File: src/include/bus_params.svh
`ifndef BUS_PARAMS_SVH
`define BUS_PARAMS_SVH

// caches sharing the bus
`define N_CPUS 2

// word width and block size in words
`define WORD_W 32
`define BLOCK_WORDS 2

// shared L2, word addressed
`define L2_DEPTH 256
`define L2_LATENCY 2    // cycles from strobe rise to ready

`endif
File: src/design/coherence_pkg.sv
`include "bus_params.svh"

package coherence_pkg;

    // bus transaction kinds, highest priority first
    typedef enum logic [2:0] {
        NONE,
        EVICT,      // victim writeback
        READX,      // write miss
        READ,       // read miss
        INV         // shared to modified upgrade
    } req_class_t;

    typedef enum logic [3:0] {
        IDLE,
        READ_L2,        // block fill from L2
        TRANSFER,       // cache to cache
        WRITEBACK_MS,   // dirty supplier copy goes to L2 as well
        WRITEBACK,      // evicted block to L2
        RELEASE         // requester sees dwait low
    } bus_state_t;

    // highest-numbered set bit of a per-CPU vector
    function automatic logic [$clog2(`N_CPUS)-1:0] highest_cpu(input logic [`N_CPUS-1:0] v);
        logic [$clog2(`N_CPUS)-1:0] id;
        id = '0;
        for (int i = 0; i < `N_CPUS; i++) begin
            if (v[i])
                id = i[$clog2(`N_CPUS)-1:0];
        end
        return id;
    endfunction

    // word address of the first word in the block
    function automatic logic [`WORD_W-1:0] block_base(input logic [`WORD_W-1:0] addr);
        return (addr >> $clog2(`BLOCK_WORDS)) << $clog2(`BLOCK_WORDS);
    endfunction

endpackage

File: src/design/bus_arbiter.sv
`timescale 1ns/100ps
`include "bus_params.svh"

module bus_arbiter (
    input  logic                        CLK,
    input  logic                        nRST,
    input  logic [`N_CPUS-1:0]          dREN,
    input  logic [`N_CPUS-1:0]          dWEN,
    input  logic [`N_CPUS-1:0]          ccwrite,
    input  logic                        bus_done,
    output logic                        grant_valid,
    output coherence_pkg::req_class_t   grant_class,
    output logic [$clog2(`N_CPUS)-1:0]  grant_cpu
);
    import coherence_pkg::*;

    logic               busy;       // a transaction owns the bus
    req_class_t         req_class;
    logic [`N_CPUS-1:0] req_vec;    // requesters in the winning class

    // fixed class order: evict, read-exclusive, read, invalidate
    always_comb begin
        req_class = NONE;
        req_vec = '0;
        if (|dWEN) begin
            req_class = EVICT;
            req_vec = dWEN;
        end else if (|(dREN & ccwrite)) begin
            req_class = READX;
            req_vec = dREN & ccwrite;
        end else if (|dREN) begin
            req_class = READ;
            req_vec = dREN;
        end else if (|ccwrite) begin
            req_class = INV;         // write intent on a shared line
            req_vec = ccwrite;
        end
    end

    always_ff @(posedge CLK, negedge nRST) begin
        if (!nRST) begin
            busy <= 1'b0;
            grant_valid <= 1'b0;
            grant_class <= NONE;
            grant_cpu <= '0;
        end else begin
            grant_valid <= 1'b0;
            if (!busy && req_class != NONE) begin
                busy <= 1'b1;
                grant_valid <= 1'b1;
                grant_class <= req_class;
                grant_cpu <= highest_cpu(req_vec);
            end else if (bus_done) begin
                busy <= 1'b0;       // class and cpu stay until the next grant
            end
        end
    end

endmodule

File: config.mk
export PLATFORM = sky130hd
export DESIGN_NAME = bus_arbiter
export DESIGN_NICKNAME = d
export VERILOG_FILES = /design/src/design/coherence_pkg.sv /design/src/design/bus_arbiter.sv
export VERILOG_INCLUDE_DIRS = /design/src /design/src/include
export SDC_FILE = /design/constraint.sdc
export NUM_CORES = 1
export LEC_CHECK = 0
export BUFFER_PORTS_ARGS = -buffer_cell sky130_fd_sc_hd__buf_2
export CAP_MARGIN = 20
export CORE_AREA = 8 8 45 47
export CTS_BUF_LIST = sky130_fd_sc_hd__clkbuf_4 sky130_fd_sc_hd__clkbuf_8 sky130_fd_sc_hd__clkbuf_16
export DETAILED_ROUTE_END_ITERATION = 16
export DIE_AREA = 0 0 53 55
export GPL_TIMING_DRIVEN = 0
export PLACE_DENSITY = 0.48
export SYNTH_ARGS = -nofsm -noshare
export SYNTH_HDL_FRONTEND = slang
export SYNTH_SLANG_ARGS = --single-unit
File: constraint.sdc
create_clock -name CLK -period 1.3 [get_ports CLK]
set_clock_uncertainty 0.15 [all_clocks]
set_input_delay 0.13 -clock CLK [delete_from_list [all_inputs] [get_ports CLK]]
set_output_delay 0.13 -clock CLK [all_outputs]
set_load 0.005 [all_outputs]
Word level (Yosys, flattened, before mapping) --
Cells that the tools add are included.
Word-level totals: flip-flop bits (word level) 6, output and inout bits 5, logic and storage cells 25
Cells by class: mux-type cells 12, bitwise operators 1, reductions and logical operators 8
Operators by type and width (number):
- $mux W3 | 4
- $mux W2 | 4
- $reduce_or A2 Y1 | 4
- $mux W1 | 4
- $reduce_bool A3 Y1 | 1
- $and A2 B2 Y2 | 1
- $reduce_bool A2 Y1 | 1
- $logic_and A1 B1 Y1 | 1
- $logic_not A1 Y1 | 1

Longest topological paths before layout --
Gate-level depths: netlist (run 1).
depth after elaboration 8, depth in mapped cells 4, mapped depth without buffers 3

Worst setup path after synthesis (run 1) --
No wires, ideal clock.
path kind register -> register, start point register busy, end point register grant_cpu, setup time 0.079 ns, data arrival time 0.894 ns, slack 0.177 ns, cell stages (with the launch flop) 5, buffers on the path 1, clock period less this slack 1.123 ns, cell sequence dfrtp_1 > buf_2 > o21bai_4 > o21ai_1 > a2bb2oi_1
Between the ends: word-level cells in the longest chain between the ends 2
Ends and longest elaborated chain:
- start: declaration | RTL line bus_arbiter.sv:17 | logic busy;
- start signal: assignment | RTL line bus_arbiter.sv:42 | busy <= 1'b0;
- start signal: assignment | RTL line bus_arbiter.sv:49 | busy <= 1'b1;
- start signal: assignment | RTL line bus_arbiter.sv:54 | busy <= 1'b0;
- $logic_not A1 Y1 | RTL line bus_arbiter.sv:48 | if (!busy && req_class != NONE) begin
- $logic_and A1 B1 Y1 | RTL line bus_arbiter.sv:48
- end signal: assignment | RTL line bus_arbiter.sv:52 | grant_cpu <= highest_cpu(req_vec);
- end: declaration | RTL line bus_arbiter.sv:13 | output logic [$clog2(`N_CPUS)-1:0] grant_cpu
No other way between the ends. A chain may end at the register's enable or synchronous reset.

Worst setup path in the final report (run 1) --
start point register busy, end point register grant_class[0]
Between the ends: word-level cells in the longest chain between the ends 2
Ends and longest elaborated chain:
- $logic_not A1 Y1 | RTL line bus_arbiter.sv:48
- $logic_and A1 B1 Y1 | RTL line bus_arbiter.sv:48
- end signal: assignment | RTL line bus_arbiter.sv:51 | grant_class <= req_class;
- end: declaration | RTL line bus_arbiter.sv:12 | output coherence_pkg::req_class_t grant_class,
No other way between the ends.

==> results of run 1 <==
-- logic make-up (layout without fill, tap and decap cells) --
family | Yosys count | count (layout) | synth area share (%)
AND/OR/NAND/NOR | 8 | 8 | 16.5
buffers and inverters | 4 | 22 | 5.12
flip-flops | 6 | 6 | 47.2
AO/OA/AOI/OAI | 12 | 12 | 31.1
-- how the worst min path moves through the flow --
stage          slack, ns  cells after the start              to
2_1_floorplan      -0.32                      0            busy
3_3_place_gp       -0.19                      1  grant_class[0]
3_5_place_dp       -0.19                      1  grant_class[0]
4_1_cts             0.08                      3       grant_cpu
5_1_grt             0.10                      2  grant_class[1]
6_report            0.09                      2  grant_class[1]
-- cells in the final DEF (no fill, tap or decap) --
cell            n
inv_1           3
o21ai_1         1
buf_2          14
a21oi_1         2
nor4_4          1
a2bb2oi_1       3
o21bai_4        1
nor2_1          6
a211oi_1        1
a21boi_0        1
and3b_1         1
clkbuf_4        3
o221ai_1        1
a22o_1          1
dfrtp_1         6
a31oi_1         1
dlygate4sd3_1   2
-- per-layer routing --
layer | part of all wire, % | track usage (%)
met5 | 0 | 0
met4 | 2.4 | 7.76
met3 | 9.8 | 2.67
met2 | 37 | 7.62
met1 | 51 | 7.25
-- power by group through the flow --
| stage | sequential [mW] | combinational, mW | clock, mW |
|---|---|---|---|
| global route | 0.223 | 0.127 | 0.182 |
| finish | 0.220 | 0.113 | 0.165 |
| global placement | 0.223 | 0.108 | 0 |
| detailed placement | 0.223 | 0.109 | 0 |
| floorplan | 0.226 | 0.0492 | 0 |
| CTS | 0.220 | 0.114 | 0.173 |
-- Yosys cell counts --
library cell and instances:
a31oi_1 1, dfrtp_1 6, a21oi_1 2, a21boi_0 1, a22o_1 1, o21ai_1 1, inv_1 3, and3b_1 1
nor4_4 1, nor2_1 6, a211oi_1 1, o221ai_1 1, buf_2 1, o21bai_4 1, a2bb2oi_1 3
-- flip-flops by register name, indices dropped and copies added (netlist names) --
name	flops
grant_cpu	1
busy	1
grant_valid	1
grant_class	3
-- what timing repair did --
action | 4_1_cts | 5_1_grt
hold buffers | 2 | 0
buffers inserted | 0 | 0
hold endpoints to repair | 7 | 0
-- final cells by class --
type,instances,share of cell area (%)
Timing Repair Buffer,15,19.1
Clock buffer,3,5.06
Tap cell,16,4.49
Multi-Input combinational cell,20,34.0
Buffer,1,1.12
Inverter,3,2.53
Sequential cell,6,33.7
-- through the flow --
| stage | cell area [um^2] | power (mW) |
|---|---|---|
| 6_report | 445 | 0.498 |
| 5_1_grt | 445 | 0.532 |
| 4_1_cts | 445 | 0.508 |
| 3_5_place_dp | 403 | 0.332 |
| 3_3_place_gp | 403 | 0.331 |
| 2_1_floorplan | 318 | 0.275 |
==> results.md, run 1 <==
* Status: completed
* Register area at 150 um^2
* Post-synthesis register bit count at 6
* Die area at 2920 um^2
* Final worst slack at 0.0656 ns
* Overall Global Routing Usage at 6.26%
* Sequential fraction of the synthesis area at 47.2%
* Int Pwr at 371 uW
* Slowest-stage cell, CP: dfrtp_1
* Synth top area share at approximately 47%
* Worst Setup EP: grant_class[0]
* Fillers at around 160
* Area Growth Syn to Fin at 40.2%
* Synthesized net count at 39
* Drt total wl at 792 um
* Vias in the first global route at 320
* Placed insts at 59
* Worst-path clk slew at 0.04 ns
* WHS at 0.0865 ns
* Die Width at 53 um
* Sequential share of power at 44.2%
* Vias at 293
* CTS tree: yes
* Post-synth top area cell: dfrtp_1
* Share of cells above drive strength 1 at about two fifths
* RR Endpoint: grant_class[0]
* Slew Viols, Final at 0
* Pleak at 0.211 nW
* Cell variety after synth at 15
* Footprint of the multi-input gates at 151 um^2
* Net Switching at 126 uW
* Cell count after synthesis at 30
* RSZ-0062 raised after global routing: no
* CP arrival at 1.19 ns
* Place WS at about 0.1 ns
* Max Fclk at 810 MHz
* DRC Markers at 0
* Clock Path Buffers at 2
* Cells along the critical path: buf_2 > o21bai_4 > a2bb2oi_1 > a31oi_1
* Synth warnings at 0
* Post-DR vias/cell at 4.58
* CTS Sinks at 6
* # port buffers at 13
* Final setup fails at 0
* Reg2reg setup slack at about 0.066 ns
* Worst setup path category: register to register
* Worst path depth at 4
* Sw frac at 25.3%
* Starting density of the core at 23.0%
* CTS root buffer: clkbuf_4
* CORE AREA at 1380 um^2
* Drt initial violations at 4
* Setup TNS at 0 ns
* Mapped Area at 318 um^2
* Clock Latency Late Sink at 0.24 ns
* Num rows at 14
* Hold WC Path Type: primary input to async pin
* PwrDens at 1120 nW/um^2
* Slew HR at 77.2%
* PostCTS Resize Cnt at 0
* Routability cong. at 0.723
* Reg2Reg Launch Point: busy
* Final Hold Viols at 0
* Grt total ovfl at 0
* DP HPWL at approximately 630 um
* Total CTS buffers at 3
* Max VDD drop at around 280 uV
* Initial antenna violation count at 0
* Worst setup EP type: register
* Worst-Margin Slew at 0.340 ns
* Routed len/inst at 12.4 um
* Ports at 14
* Data required time of the worst path at about 1.3 ns
* Final Instance Count excl. Fillers at 64
* DR pass1 iterations at 4
* H-tree depth at 1
* Final worst-path cycle share at 95.0%
* First-pass GRT wire length at 1.30 mm
* Antenna Nets Post-Route at 0
* Critical Path Fanout Max at 9
* Average size of a mapped cell at 10.6 um^2
* Max_cap viols at 0
* Clock power share at between 30% and 40%
* Diode count at 0
* WP buf/inv at 1
* Core Util, Final at 32.2%
* Crit path from: busy
* Fin crit period at 1.23 ns
* Critical Path Source Type: register
* Ranking of synthesized cells by area: dfrtp_1, a2bb2oi_1, nor2_1
* Vert. Die Dim at 55 um
* Worst path max stage delay at 0.34 ns
* Logic gate share of total power at 22.7%
* R2R cell count at 4
* Crit path max-delay family: compound AO/OA/AOI/OAI gates
* Largest net degree at the start of global routing at 10
* Fin nets at 59
No activity file was read; power rests on OpenSTA's default activity.
==> run 2: changes to the inputs <==
GPL_TIMING_DRIVEN = 1   (was 0)
==> results.md, run 2 (synthesis gave the netlist of run 1 again) <==
* First-pass GRT wire length at 1.37 mm (+5.9%)
* Worst setup path category: register to register
* CTS tree: yes
* Critical Path Fanout Max at 9 (unchanged)
* Setup bufs post-CTS at 0 (unchanged)
* Ports at 14 (unchanged)
* Worst-path clk slew at 0.05 ns (about the same)
* Die area at 2920 um^2 (unchanged)
* CORE AREA at 1380 um^2 (unchanged)
* DR pass1 iterations at 4 (unchanged)
* CTS Sinks at 6 (unchanged)
* Power Total at 499 uW (+0.25%)
* RSZ-0062 raised after global routing: no
* Final setup fails at 0 (unchanged)
* Drt total wl at 785 um (-0.88%)
* Commonest non-fill, non-tap cell in the layout: buf_2
* Pleak at 0.207 nW (-1.6%)
* Dpl cell area at 398 um^2 (-1.2%)
* Place WS at 0.0988 ns (-0.00121 ns)
* Clock Latency Late Sink at 0.24 ns (about the same)
* Worst path max stage delay at 0.48 ns (+0.14 ns)
* R2R cell count at 3 (-1)
* DRC Markers at 0 (unchanged)
* RR Endpoint: grant_cpu
* Reg2reg setup slack at 0.1 ns (+0.03 ns)
* Crit path from: busy
* Data required time of the worst path at 1.26 ns (about the same)
* Largest net degree at the start of global routing at 10 (unchanged)
* Routability cong. at 0.782 (+8.2%)
* WHS at 0.0839 ns (-0.00256 ns)
* CP arrival at 1.17 ns (-0.02 ns)
* Cells along the critical path: o21bai_4 > o21ai_1 > a2bb2oi_1
* Total CTS buffers at 3 (unchanged)
* Slew HR at 77.4% (+0.24 points)
* Design Area, Final at 440 um^2 (-1.1%)
* Vias in the first global route at 323 (+0.94%)
* Vias at 307 (+4.8%)
* Final worst slack at 0.0980 ns (+0.0324 ns)
* Starting density of the core at 23.0% (unchanged)
* Setup TNS at 0 ns (unchanged)
* PostCTS Resize Cnt at 0 (unchanged)
* Max Fclk at 832 MHz (+2.7%)
* Area Growth Syn to Fin at 38.6%
* Slowest-stage cell, CP: dfrtp_1
* Worst Setup EP: grant_cpu
* Antenna Nets Post-Route at 0 (unchanged)
* DP HPWL at 616 um (-1.7%)
* Largest register FFs at 3 (unchanged)
* Clock Path Buffers at 2 (unchanged)
* H-tree depth at 1 (unchanged)
* Slew Viols, Final at 0 (unchanged)
* Overall Global Routing Usage at 6.80% (+0.53 points)
* Final worst-path cycle share at 92.5% (-2.5 points)
* Post-DR vias/cell at 4.87 (+6.4%)
* Fin crit period at 1.20 ns (-0.0324 ns)
* PwrDens at 1130 nW/um^2 (+1.4%)
* Largest Register: grant_class
* Fin nets at 58 (-1.7%)
* Worst setup EP type: register
* Final Hold Viols at 0 (unchanged)
* Most frequent cells in the layout: buf_2, nor2_1, dfrtp_1
* Critical Path Source Type: register
* Routed len/inst at 12.5 um (+0.69%)
* Worst-Margin Slew at 0.336 ns (-0.00361 ns)
* Status: completed
* # port buffers at 13 (unchanged)
* Max_cap viols at 0 (unchanged)
* Reg2Reg Launch Point: busy
* Drt initial violations at 15 (+11)
* Diode count at 0 (unchanged)
* Hold WC Path Type: primary input to register
* Grt total ovfl at 0 (unchanged)
* CTS root buffer: clkbuf_4
* Die Width at 53 um (unchanged)
* Post-CTS Hold Fix Bufs at 2 (unchanged)
* Num rows at 14 (unchanged)
* Initial antenna violation count at 0 (unchanged)
* Max VDD drop at 240 uV (-13%)
* Share of cells above drive strength 1 at 38.3% (-1.3 points)
* Vert. Die Dim at 55 um (unchanged)
* Fillers at 154 (-1.9%)
-- run 2: worst min-delay path by stage --
stage                 start        endpoint  slack, ns  cells after the start
detailed placement     nRST  grant_class[0]      -0.19                      1
floorplan              nRST            busy      -0.32                      0
CTS                    nRST  grant_class[0]       0.08                      2
finish              dWEN[0]       grant_cpu       0.08                      4
global route           nRST  grant_class[2]       0.10                      2
global placement       nRST  grant_class[0]      -0.19                      1
-- run 2: final cells by class --
type,instances,area (um^2),share of cell area [%]
Multi-Input combinational cell,20,151,34.4
Sequential cell,6,150,34.1
Timing Repair Buffer,15,85.1,19.3
Clock buffer,3,22.5,5.11
Tap cell,16,20.0,4.55
Inverter,3,11.3,2.56
-- run 2: worst max-delay path, delay by kind of cell (launching register included) --
family	cells	cell delay, ns
flops	1	0.48
compound gates	3	0.44
-- run 2: routing by layer --
| layer | part of all wire (%) | routed length [um] | track usage (%) | up-vias |
|---|---|---|---|---|
| li1 | - | - | - | 146 |
| met1 | 47 | 366 | 7.98 | 140 |
| met2 | 39 | 303 | 7.42 | 19 |
| met3 | 11 | 88 | 2.67 | 2 |
| met4 | 3.4 | 27 | 10.3 | 0 |
| met5 | 0 | 0 | 0 | - |
-- run 2: metrics by stage --
| stage | instances | util (%) |
|---|---|---|
| 3_5_place_dp | 58 | 28.8 |
| 6_report | 63 | 31.8 |
| 3_3_place_gp | 58 | 28.8 |
| 4_1_cts | 63 | 31.8 |
| 5_1_grt | 63 | 31.8 |
| 2_1_floorplan | 30 | - |
-- run 2: power by group --
part	internal [mW]	switching, mW	leakage (nW)
combinational	0.0553	0.0504	0.125
sequential	0.211	0.0137	0.0686
clock	0.104	0.0646	0.0138
