File: src/include/bus_params.svh
`ifndef BUS_PARAMS_SVH
`define BUS_PARAMS_SVH

// caches sharing the bus
`define N_CPUS 2

// word width and block size in words
`define WORD_W 32
`define BLOCK_WORDS 2

// shared L2, word addressed
`define L2_DEPTH 256
`define L2_LATENCY 2    // cycles from strobe rise to ready

`endif
File: src/design/coherence_pkg.sv
`include "bus_params.svh"

package coherence_pkg;

    // bus transaction kinds, highest priority first
    typedef enum logic [2:0] {
        NONE,
        EVICT,      // victim writeback
        READX,      // write miss
        READ,       // read miss
        INV         // shared to modified upgrade
    } req_class_t;

    typedef enum logic [3:0] {
        IDLE,
        READ_L2,        // block fill from L2
        TRANSFER,       // cache to cache
        WRITEBACK_MS,   // dirty supplier copy goes to L2 as well
        WRITEBACK,      // evicted block to L2
        RELEASE         // requester sees dwait low
    } bus_state_t;

    // highest-numbered set bit of a per-CPU vector
    function automatic logic [$clog2(`N_CPUS)-1:0] highest_cpu(input logic [`N_CPUS-1:0] v);
        logic [$clog2(`N_CPUS)-1:0] id;
        id = '0;
        for (int i = 0; i < `N_CPUS; i++) begin
            if (v[i])
                id = i[$clog2(`N_CPUS)-1:0];
        end
        return id;
    endfunction

    // word address of the first word in the block
    function automatic logic [`WORD_W-1:0] block_base(input logic [`WORD_W-1:0] addr);
        return (addr >> $clog2(`BLOCK_WORDS)) << $clog2(`BLOCK_WORDS);
    endfunction

endpackage

File: src/design/snoop_unit.sv
`timescale 1ns/100ps
`include "bus_params.svh"

module snoop_unit (
    input  logic                                CLK,
    input  logic                                nRST,
    input  logic                                grant_valid,
    input  coherence_pkg::req_class_t           grant_class,
    input  logic [$clog2(`N_CPUS)-1:0]          grant_cpu,
    input  logic [`N_CPUS-1:0][`WORD_W-1:0]     daddr,
    input  logic [`N_CPUS-1:0]                  ccsnoopdone,
    input  logic [`N_CPUS-1:0]                  ccsnoophit,
    input  logic [`N_CPUS-1:0]                  ccpresent,
    input  logic [`N_CPUS-1:0]                  ccdirty,
    output logic [`N_CPUS-1:0][`WORD_W-1:0]     ccsnoopaddr,
    output logic [`N_CPUS-1:0]                  ccinv,
    output logic                                snoop_done,
    output logic                                any_hit,
    output logic [$clog2(`N_CPUS)-1:0]          supplier_cpu,
    output logic                                supplier_dirty,
    output logic                                exclusive
);
    import coherence_pkg::*;

    logic                           snooping;
    logic [`N_CPUS-1:0]             others;     // every cache but the requester
    logic [`N_CPUS-1:0]             hits;
    logic                           all_done;
    logic [$clog2(`N_CPUS)-1:0]     supplier;

    assign others = ~(`N_CPUS'(1) << grant_cpu);
    assign hits = ccsnoophit & others;
    assign all_done = &(ccsnoopdone | ~others);
    assign supplier = highest_cpu(hits);

    always_ff @(posedge CLK, negedge nRST) begin
        if (!nRST) begin
            snooping <= 1'b0;
            snoop_done <= 1'b0;
            ccinv <= '0;
            any_hit <= 1'b0;
            supplier_cpu <= '0;
            supplier_dirty <= 1'b0;
            exclusive <= 1'b0;
        end else begin
            snoop_done <= 1'b0;
            if (grant_valid && grant_class == EVICT) begin
                snoop_done <= 1'b1;     // no snoop for a writeback
                any_hit <= 1'b0;
                exclusive <= 1'b0;
            end else if (grant_valid) begin
                snooping <= 1'b1;
                ccinv <= (grant_class == READX || grant_class == INV) ? others : '0;
            end else if (snooping && all_done) begin
                snooping <= 1'b0;
                snoop_done <= 1'b1;
                ccinv <= '0;
                any_hit <= |hits;
                supplier_cpu <= supplier;
                supplier_dirty <= (|hits) && ccdirty[supplier];
                exclusive <= ~|(ccpresent & others);    // nobody else keeps a copy
            end
        end
    end

    // snoop address for the other caches
    always_ff @(posedge CLK) begin
        if (grant_valid && grant_class != EVICT) begin
            for (int i = 0; i < `N_CPUS; i++) begin
                if (others[i])
                    ccsnoopaddr[i] <= block_base(daddr[grant_cpu]);
            end
        end
    end

endmodule

File: config.mk
export PLATFORM = sky130hd
export DESIGN_NAME = snoop_unit
export DESIGN_NICKNAME = d
export VERILOG_FILES = /design/src/design/coherence_pkg.sv /design/src/design/snoop_unit.sv
export VERILOG_INCLUDE_DIRS = /design/src /design/src/include
export SDC_FILE = /design/constraint.sdc
export NUM_CORES = 1
export LEC_CHECK = 0
export BUFFER_PORTS_ARGS = -buffer_cell sky130_fd_sc_hd__buf_2
export CAP_MARGIN = 0
export CORE_UTILIZATION = 45
export CTS_BUF_LIST = sky130_fd_sc_hd__clkbuf_8
export CTS_CLUSTER_SIZE = 40
export DETAILED_ROUTE_END_ITERATION = 8
export PLACE_DENSITY = 0.78
export SLEW_MARGIN = 10
export SYNTH_ARGS = -nofsm -noshare
export SYNTH_HDL_FRONTEND = slang
export SYNTH_SLANG_ARGS = --single-unit
File: constraint.sdc
create_clock -name CLK -period 1.5 [get_ports CLK]
set_input_delay 0.15 -clock CLK [delete_from_list [all_inputs] [get_ports CLK]]
set_output_delay 0.15 -clock CLK [all_outputs]
set_load 0.02 [all_outputs]
Word-level counts from Yosys, hierarchy flattened. Index checks and enable logic that the tools add are counted.

Logic and storage cells: 59. Input port bits: 79. Bits in registers: 70. Output and inout bits: 71.

Shifts and indexed selects: 1. $lt $le $gt $ge: 2. Equal/unequal tests: 5. Muxes and demuxes: 19. Reductions and logical operators: 16. Bitwise gates (word level): 7.

Operators with widths (number): 2-to-1 mux 32 bit (2); 2-to-1 mux 1 bit (14); AND reduction 2 bit (5); 2-to-1 mux 2 bit (3); bitwise AND 2 bit (2); logical AND 1 bit (4); less-than comparator 1 x 2 -> 1 bit, second input constant (2); inverter 2 bit (2); nonzero test 2 bit (2); OR reduction 2 bit (2); == test 3 x 1 -> 1 bit, second input constant (1); == test 3 x 2 -> 1 bit, second input constant (1); == test 3 bit, second input constant (1); inequality test 3 x 1 -> 1 bit, second input constant (1); AND reduction 3 bit (1); inequality test 2 x 1 -> 1 bit, second input constant (1); inverter 1 bit (2); OR 2 bit (1); left shift 1 x 1 -> 2 bit, first input constant (1); zero test 1 bit (1); logical OR 1 bit (1).

Depth between registers and ports, before layout. Gate-level depths: netlist of the first run.

Word-level depth: 9. Gate-level depth with buffers: 4. Mapped depth without buffers: 3.

Worst setup path after synthesis of the first run. No wires, ideal clock.

Kind: input to register. Start: in grant_cpu. End: reg ccsnoopaddr[10] in the netlist's numbering (enable). Library setup time: 0.419 ns. Cell stages on the path: 4. Arrival time: 1.894 ns. Data required time: 1.081 ns. Path slack: -0.813 ns. Buffers on the path: 2. Cell sequence: buf_2 buf_4 inv_1 nor2_1.

Word-level cells in the longest chain between the ends: 3.

RTL lines: start: declaration (line snoop_unit.sv:9) `` input logic [$clog2(`N_CPUS)-1:0] grant_cpu, ``; left shift 1 x 1 -> 2 bit (no line); inverter 2 bit (line snoop_unit.sv:31) `` assign others = ~(`N_CPUS'(1) << grant_cpu); ``; AND reduction 2 bit (no line); end signal: indexed assignment (line snoop_unit.sv:71) `ccsnoopaddr[i] <= block_base(daddr[grant_cpu]);`; end: declaration (line snoop_unit.sv:15) `` output logic [`N_CPUS-1:0][`WORD_W-1:0] ccsnoopaddr, ``.

No other way between the ends. A chain may end at the register's enable or synchronous reset.

Worst setup path after layout of the first run.
Start: in grant_class[0]. End: reg ccsnoopaddr[5] in the netlist's numbering (enable).

Word-level cells in the longest chain between the ends: 3.

RTL lines: start: declaration (line snoop_unit.sv:8) `input coherence_pkg::req_class_t grant_class,`; inequality test 3 x 1 -> 1 bit (line snoop_unit.sv:68) `if (grant_valid && grant_class != EVICT) begin`; logical AND 1 bit (line snoop_unit.sv:68); AND reduction 2 bit (no line).

No other way between the ends.

==> results of run 1 <==
## cells by family after synthesis
kind of cell	synth area share [%]
flip-flops	77.77
multiplexers	14.39
AO/OA/AOI/OAI	3.068
AND/OR/NAND/NOR	2.266
buffers and inverters	2.029
XOR/XNOR	0.3304
other	0.1414
## worst register-to-register path, delay by kind of cell (launching register included)
kind	cells	cell delay (ps)
AND/OR/NAND/NOR	2	430
flip-flops	1	360
AO/OA/AOI/OAI	1	250
## sequential cells by signal, summed over array words and instances (netlist names)
name / count
exclusive: 1
snoop_done: 1
snooping: 1
ccinv: 2
ccsnoopaddr: 62
supplier_dirty: 1
supplier_cpu: 1
any_hit: 1
## layout by cell type, fill, tap and decap left out, types with 2 or more instances in the layout
master	netlist	routed
a32o_1	2	2
buf_2	1	145
buf_4	5	7
clkbuf_8	0	9
clkinv_1	0	2
clkinv_2	0	3
conb_1	1	2
dfrtp_1	8	8
edfxtp_1	62	62
inv_1	3	3
mux2_2	32	32
nor2_4	0	2
o21ai_0	5	5
## worst paths after layout
kind | from | end | slack [ps]
setup / recovery | grant_class[0] | ccsnoopaddr[5] | 180
hold / removal | ccdirty[1] | supplier_dirty | 130
setup reg to reg | snooping | ccinv[1] | 350
hold reg to reg | supplier_cpu | supplier_cpu | 530
max in group asynchronous | nRST | snooping | 1150
min in group asynchronous | nRST | exclusive | 180
## layout make-up
type | count | area (µm²)
Clock buffer | 9 | 123.9
Multi-Input combinational cell | 59 | 554.3
Sequential cell | 70 | 2062
Fill cell | 424 | 1948
Timing Repair Buffer | 153 | 788.3
Clock inverter | 6 | 30.03
Tap cell | 72 | 90.09
Inverter | 3 | 11.26
## power by group
group	switching (mW)	internal (mW)	leakage, nW	total, mW
clock network	0.620	0.569	0.0797	1.19
registers	0.0454	2.31	0.680	2.35
logic	0.407	0.271	0.830	0.678
total	1.07	3.15	1.59	4.22
## per-stage QoR
| stage | std cells | power (mW) | setup slack (ps) | util (%) | hold slack [ps] |
|---|---|---|---|---|---|
| after floorplan | 138 | 2.778 | -2.279 | - | -145.6 |
| after global placement | 356 | 3.059 | -145.3 | 62.34 | -0.08016 |
| after detailed placement | 356 | 3.077 | -155.6 | 62.34 | -4.391 |
| after CTS | 372 | 4.256 | 194.0 | 65.26 | 120.2 |
| after global routing | 372 | 4.407 | 102.1 | 65.26 | 134.1 |
| final | 372 | 4.222 | 184.1 | 65.26 | 133.9 |
## what timing repair did
action	CTS	global route
hold buffers	1	0
buffers inserted	0	0
endpoints found under the hold margin	8	0
## Yosys cell counts (all sizes together)
cell and instances:
nand2b 1, a21boi 1, nand2 1, or3 1, or2 1, a32oi 1
nand4bb 1, o31ai 1, nor2b 1, o211ai 1, xor2 1, conb 1
o21ai 5, mux2i 1, a32o 2, and3 1, buf 6, nor2 3
dfrtp 8, mux2 33, a21oi 1, inv 3, edfxtp 62
## layer usage
layer | wire length (µm) | global-route usage (%) | share of wire, % | vias up
met5 | 0 | 0 | 0 | -
met4 | 129 | 9.630 | 2.3 | 0
met3 | 391 | 4.138 | 7.1 | 12
met2 | 2888 | 33.04 | 53 | 96
met1 | 2090 | 21.09 | 38 | 832
li1 | - | - | - | 841
==> flow_metrics.py, run 1 <==
metrics = {
    "status": {
        "outcome": "finished clean",
    },
    "layout": {
        "fin_nets": 375,
        "drive_gt1_share_pct": 66.67,
        "finalInstanceArea_um2": 3660,
        "syn_to_final_growth_pct": 38.04,
        "insertedDiodeCount": 0,
    },
    "timing": {
        "rsz0062_at_grt": "false",
        "maxSlewHeadroom_pct": 38.32,
        "final.setup_skew_ps": 5.134,
        "final_period_minus_worst_setup_slack_ps": 1316,
        "hold_viol": 0,
        "setup_viol": 0,
        "drv_slew": 0,
        "worstMarginPinSlew_ps": 923.1,
        "post-route-period-util_pct": 87.72,
        "tns_ps": 0,
        "fmax_ghz": 0.7600,
    },
    "cts": {
        "htree_levels": 3,
        "root_buffer": "clkbuf_8",
        "cts_tree": "done",
        "clockBufferDepth": 2,
        "clkLatencyLatePin_ps": 320,
        "clkTransAtPathRegs_ps": 70,
        "cts-resized-gates": 0,
        "cts_made_buffers": 9,
        "cts_sinks": 70,
    },
    "critical_path": {
        "rr_worst_depth": 3,
        "cp_max_fo": 31,
        "worstPathRequired_ps": 1450,
        "critPathArrivalTime_ps": 1260,
        "path_class": "in -> reg",
        "cp_num_cells": 5,
        "critPathTopFamily": "simple AND/OR/NAND/NOR gates",
        "crit_slowest_cell": "nor2_4",
        "endpoint_kind": "register",
        "cp-start-kind": "input port",
        "slowest_delay_ps": 700,
        "critical_path_buf_inv_count": 3,
        "worstPathCellList": "buf_2 -> inv_1 -> o31ai_1 -> buf_4 -> nor2_4",
    },
    "placed_design": {
        "place_area_um2": 3496,
        "globalplace.congestion": 0.7477,
        "io_buffers": 145,
        "dpl.hpwl_mm": 4.132,
    },
    "yosys": {
        "ys_seq_area_share_pct": 77.77,
        "ys_types": 25,
        "ys_top_cells_by_area": "edfxtp_1, mux2_2, dfrtp_1, buf_4, o21ai_0",
        "ys_warn_count": 0,
        "synth_top_cell_area_share_pct": 70.22,
        "syn_area_per_cell_um2": 19.35,
        "synth_cells": 137,
        "yosys.area.top_type": "edfxtp_1",
        "synth-seq-cells": 70,
        "syn_area_um2": 2651,
    },
    "floorplan": {
        "io_pins": 150,
        "start_util_pct": 47.28,
        "fp-row-count": 27,
        "dieWidth_um": 78.76,
        "core_um2": 5608,
        "die_y_um": 78.76,
        "dieArea_um2": 6202,
    },
    "drt": {
        "num_vias": 1781,
        "finalWirelength_mm": 5.500,
        "post_drt_wl_per_cell_um": 14.78,
        "ant_nets": 0,
        "detail_route.vias_per_cell": 4.788,
        "drcViolationCount": 0,
        "drt_first_pass_iters": 4,
        "drtIter0Drc": 113,
    },
    "global_route": {
        "grt_overflow": 0,
        "grt_pass1_wl_mm": 8.314,
        "grt_max_degree": 32,
        "first_global_vias": 1710,
        "antenna_found_initial": 0,
        "grt_use_total_pct": 18.68,
    },
    "power_and_ir_drop": {
        "vdd_ir_drop_max_v": 0.0005310,
        "powerDensity_nw_per_um2": 1154,
        "p_leak_nw": 1.590,
    },
    "hold_path": {
        "hp-class": "in -> reg",
        "hold_depth": 3,
    },
    "run": {
        "max-cap-violations": 0,
    },
}
Power figures use the tool's default switching activity.
==> run 2, diff against run 1 <==
Settings changed: CORE_UTILIZATION 45 to 44, CTS_BUF_LIST sky130_fd_sc_hd__clkbuf_8 to not set, PLACE_DENSITY 0.78 to 0.77, TNS_END_PERCENT set to 1.
==> run 2 against run 1 <==
  * Core utilization up 0.36 points
  * First-iteration DRC count down 49%
  * Critical endpoint is now ccsnoopaddr[22]
  * Combinational power about the same
  * Register-to-register slack about the same
  * Sequential power about the same
  * Sequential share of layout area down 0.65 points
  * Worst setup slack better by 34 ps
  * Largest cell class unchanged
==> flow_metrics.py, run 2 (synthesis results as in run 1) <==
metrics = {
    "critical_path": {
        "cp_max_fo": 31,
        "critPathArrivalTime_ps": 1220,
        "r2r-end": "ccinv[1]",
        "worst-r2r-setup-slack_ps": 340,
        "cp-start-kind": "input port",
        "slowest_delay_ps": 670,
        "endpoint_kind": "register",
        "crit_slowest_cell": "nor2_4",
        "rr_worst_depth": 3,
        "worstPathRequired_ps": 1440,
        "timing.rr.start": "snooping",
        "worstPathCellList": "buf_2 -> inv_1 -> o31ai_1 -> buf_4 -> nor2_4",
        "path_class": "in -> reg",
    },
    "layout": {
        "multiInputGateArea_um2": 554.3,
        "num-fill-cells": 432,
        "insertedDiodeCount": 0,
        "syn_to_final_growth_pct": 39.64,
        "reg_top3": "ccsnoopaddr x62, ccinv x2",
        "final_cell_mix": "buf_2, edfxtp_1, mux2_2, clkbuf_8",
        "utilization_pct": 65.62,
        "top_register": "ccsnoopaddr",
        "drive_gt1_share_pct": 67.55,
        "seq_area_um2": 2062,
        "layout_commonest_cell": "buf_2",
        "largest_register_ff_count": 62,
        "fin_nets": 376,
    },
    "cts": {
        "cts-hold-fix-buffers": 1,
        "clockBufferDepth": 2,
        "cts_sinks": 70,
        "cts-resized-gates": 0,
        "clkLatencyLatePin_ps": 320,
        "cts_made_buffers": 9,
        "post_cts_buffers": 0,
        "root_buffer": "clkbuf_8",
        "clkTransAtPathRegs_ps": 70,
        "htree_levels": 3,
        "cts_tree": "done",
    },
    "hold_path": {
        "hold_depth": 3,
        "hp-class": "in -> reg",
        "min_from": "ccdirty[1]",
        "hold_end": "supplier_dirty",
    },
    "power_and_ir_drop": {
        "power_frac_clock_pct": 31.5,
        "switching_share_pct": 24.56,
        "power_mw": 4.420,
        "p_leak_nw": 1.610,
        "vdd_ir_drop_max_v": 0.0006895,
        "power_switching_mw": 1.086,
        "intPower_mw": 3.335,
        "seqPwrFrac_pct": 53.2,
        "p_comb_share_pct": 15.3,
        "powerDensity_nw_per_um2": 1194,
    },
    "floorplan": {
        "io_pins": 150,
        "dieWidth_um": 79.63,
        "start_util_pct": 46.99,
        "die_y_um": 79.63,
        "dieArea_um2": 6340,
        "core_um2": 5642,
        "fp-row-count": 27,
    },
    "timing": {
        "drv_slew": 0,
        "tns_ps": 0,
        "maxSlewHeadroom_pct": 40.42,
        "worstMarginPinSlew_ps": 891.5,
        "hold_viol": 0,
        "rsz0062_at_grt": "false",
        "final.setup_skew_ps": 1.611,
        "fmax_ghz": 0.7800,
        "final_period_minus_worst_setup_slack_ps": 1282,
        "post-route-period-util_pct": 85.47,
        "setup_viol": 0,
    },
    "placed_design": {
        "globalplace.congestion": 0.7848,
        "dpl.hpwl_mm": 4.053,
        "io_buffers": 145,
    },
    "drt": {
        "met1Wirelength_mm": 2.078,
        "wl_met2_mm": 2.718,
        "drt_first_pass_iters": 4,
        "detail_route.vias_per_cell": 4.687,
        "num_vias": 1753,
        "finalWirelength_mm": 5.358,
        "drcViolationCount": 0,
        "dr_wl_met3_um": 517,
        "drtIter0Drc": 58,
        "post_drt_wl_per_cell_um": 14.33,
        "ant_nets": 0,
        "highest-signal-layer": "met4",
    },
    "status": {
        "outcome": "finished clean",
    },
    "global_route": {
        "grt_max_degree": 32,
        "grt_use_total_pct": 17.20,
        "antenna_found_initial": 0,
        "grt_pass1_wl_mm": 7.762,
        "grt_overflow": 0,
        "first_global_vias": 1623,
    },
    "run": {
        "max-cap-violations": 0,
    },
}
## run 2: cell count changes in the layout (fill, tap and decap cells not counted)
cell / change
buf_4: +1
bufinv_16: +1
clkinv_1: -2
clkinv_2: +1
clkinvlp_4: +1
## run 2: cell type report
cell class,instances,share of cell area (%)
Sequential cell,70,55.69
Timing Repair Buffer,154,21.49
Multi-Input combinational cell,59,14.97
Tap cell,72,2.433
Clock buffer,9,3.346
Inverter,3,0.3042
Clock inverter,7,1.757
## run 2: worst max path at each step
stage / startpoint / endpoint / depth (start not counted)
after floorplan: grant_cpu / ccsnoopaddr[33] / 3
after global placement: grant_class[0] / ccsnoopaddr[1] / 5
after detailed placement: grant_class[0] / ccsnoopaddr[36] / 5
after CTS: grant_class[0] / ccsnoopaddr[54] / 5
after global routing: grant_class[0] / ccsnoopaddr[52] / 5
final: grant_class[0] / ccsnoopaddr[22] / 5
## run 2: power groups by stage
stage / Combinational, mW / Clock [mW] / Sequential (mW)
after CTS: 0.686 / 1.43 / 2.35
after detailed placement: 0.683 / 0 / 2.39
final: 0.675 / 1.39 / 2.35
after global placement: 0.667 / 0 / 2.39
after floorplan: 0.182 / 0 / 2.60
after global routing: 0.730 / 1.52 / 2.36
## run 2: critical path, delay by kind of cell
kind / cells / cell delay, ps
and+or+nand+nor: 1 / 670
buffers and inverters: 3 / 310
AOI/OAI and AO/OA: 1 / 70
## run 2: per-stage QoR
step | std cells | hold slack, ps | area [µm²] | setup WS [ps]
3_5_place_dp | 357 | 4.885 | 3503 | -150.2
5_1_grt | 374 | 122.3 | 3702 | 128.6
3_3_place_gp | 357 | 4.993 | 3503 | -121.7
4_1_cts | 374 | 109.6 | 3702 | 201.7
2_1_floorplan | 138 | -145.6 | 2665 | -226.7
6_report | 374 | 130.5 | 3702 | 218.0
## run 2: routing by layer
layer / track usage (%) / vias up
met5: 0 / -
met4: 8.182 / 0
met1: 20.08 / 807
met2: 29.32 / 96
li1: - / 845
met3: 4.571 / 5
==> run 3, diff against run 2 <==
Settings changed: CORE_UTILIZATION 44 to 45, PLACE_DENSITY 0.77 to 0.78.
Clock period 1.5 ns to 1.48 ns, I/O delays scaled along.
==> run 3 against run 2 <==
  * Worst setup slack got worse by 36 ps
  * Clock-buffer cell count grew 1
  * Sequential share of layout area is 0.83 points lower
  * Highest routed layer unchanged
==> flow_metrics.py, run 3 (synthesis results as in run 1) <==
metrics = {
    "layout": {
        "final_cell_mix": "buf_2, edfxtp_1, mux2_2, clkbuf_8, buf_4",
        "syn_to_final_growth_pct": 41.76,
        "reg_top3": "ccsnoopaddr x62, ccinv x2",
        "insertedDiodeCount": 0,
        "layout_commonest_cell": "buf_2",
        "multiInputGateArea_um2": 554.3,
        "top_register": "ccsnoopaddr",
        "seq_area_um2": 2062,
        "num-fill-cells": 426,
        "fin_nets": 377,
        "drive_gt1_share_pct": 67.00,
        "fin_cells": 375,
        "utilization_pct": 67.02,
        "finalInstanceArea_um2": 3759,
        "largest_register_ff_count": 62,
    },
    "power_and_ir_drop": {
        "vdd_ir_drop_max_v": 0.0007245,
        "powerDensity_nw_per_um2": 1287,
        "p_leak_nw": 1.634,
    },
    "timing": {
        "maxSlewHeadroom_pct": 39.46,
        "holdWs_ps": 123.5,
        "setup_viol": 0,
        "tns_ps": 0,
        "fmax_ghz": 0.7702,
        "final.setup_skew_ps": 1.085,
        "rsz0062_at_grt": "false",
        "drv_slew": 0,
        "hold_viol": 0,
        "post-route-period-util_pct": 87.72,
        "worstMarginPinSlew_ps": 905.9,
        "final_period_minus_worst_setup_slack_ps": 1298,
    },
    "floorplan": {
        "fp-row-count": 27,
        "die_y_um": 78.76,
        "io_pins": 150,
        "dieWidth_um": 78.76,
        "dieArea_um2": 6202,
        "start_util_pct": 47.28,
        "core_um2": 5608,
    },
    "global_route": {
        "grt_overflow": 0,
        "antenna_found_initial": 0,
        "grt_pass1_wl_mm": 8.100,
        "first_global_vias": 1729,
        "grt_use_total_pct": 17.93,
        "grt_max_degree": 32,
    },
    "drt": {
        "post_drt_wl_per_cell_um": 14.21,
        "drcViolationCount": 0,
        "ant_nets": 0,
        "detail_route.vias_per_cell": 4.632,
        "drt_first_pass_iters": 4,
        "finalWirelength_mm": 5.328,
        "drtIter0Drc": 44,
        "num_vias": 1737,
    },
    "cts": {
        "clkLatencyLatePin_ps": 320,
        "cts-resized-gates": 0,
        "cts_tree": "done",
        "cts_made_buffers": 9,
        "post_cts_buffers": 0,
        "clkTransAtPathRegs_ps": 70,
        "clockBufferDepth": 2,
        "cts_sinks": 70,
        "htree_levels": 3,
        "root_buffer": "clkbuf_8",
    },
    "placed_design": {
        "globalplace.congestion": 0.7402,
        "place_area_um2": 3511,
        "io_buffers": 145,
        "dpl.hpwl_mm": 3.989,
        "dp_cells": 358,
    },
    "status": {
        "outcome": "finished clean",
    },
    "critical_path": {
        "cp_max_fo": 31,
        "cp-start-kind": "input port",
        "critPathArrivalTime_ps": 1240,
        "path_class": "in -> reg",
        "worstPathRequired_ps": 1420,
        "endpoint_kind": "register",
    },
    "hold_path": {
        "hp-class": "in -> reg",
    },
    "run": {
        "max-cap-violations": 0,
    },
}
## run 3: changes by cell type in the layout (fill, tap and decap cells not counted), sizes merged
| cell | change |
|---|---|
| clkinvlp | -1 |
| bufinv | +2 |
| buf | +1 |
| clkbuf | +1 |
| clkinv | -2 |
## run 3: worst max-delay path, cell delays in order
cell	delay [ps]
buf_2	110
inv_1	60
o31ai_1	70
buf_4	160
nor2_4	680
## run 3: per-stage QoR
stage	total power, mW	worst slack (ps)
2_1_floorplan	2.816	-20.28
3_3_place_gp	3.103	-176.8
3_5_place_dp	3.116	-172.7
4_1_cts	4.892	173.8
5_1_grt	5.038	72.05
6_report	4.839	181.7
## run 3: per-layer routing
layer	wire, µm	track usage, %	up-vias
li1	-	-	845
met1	2114	20.49	800
met2	2795	32.00	86
met3	362	3.793	6
met4	56	8.333	0
met5	0	0	-
## run 3: timing repair
action / 4_1_cts / 5_1_grt
setup endpoints to repair: 0 / 0
endpoints found under the hold margin: 8 / 0
hold buffers: 1 / 0
## run 3: where the power goes
group	leakage, nW	switching, mW	internal [mW]
Sequential	0.680	0.0423	2.34
Clock	0.114	0.654	1.12
Combinational	0.840	0.408	0.278
Total	1.63	1.10	3.73
## run 3: final cells by class
cell class,count,area share [%]
well taps,72,2.397
inverters,3,0.2996
clock buffers,10,3.395
multi-input cells,59,14.75
clock inverters,6,2.929
flip-flops and latches,70,54.86
repair buffers,155,21.37
## run 3: path summary, 6_finish.rpt
check                                   to  cells after the start  slack (ps)           start
min in group asynchronous        exclusive                      2         200            nRST
setup reg to reg                  ccinv[1]                      3         310        snooping
hold / removal              supplier_dirty                      3         120      ccdirty[1]
hold reg to reg               supplier_cpu                      1         500    supplier_cpu
setup / recovery           ccsnoopaddr[12]                      5         180  grant_class[0]
max in group asynchronous          any_hit                      2        1120            nRST
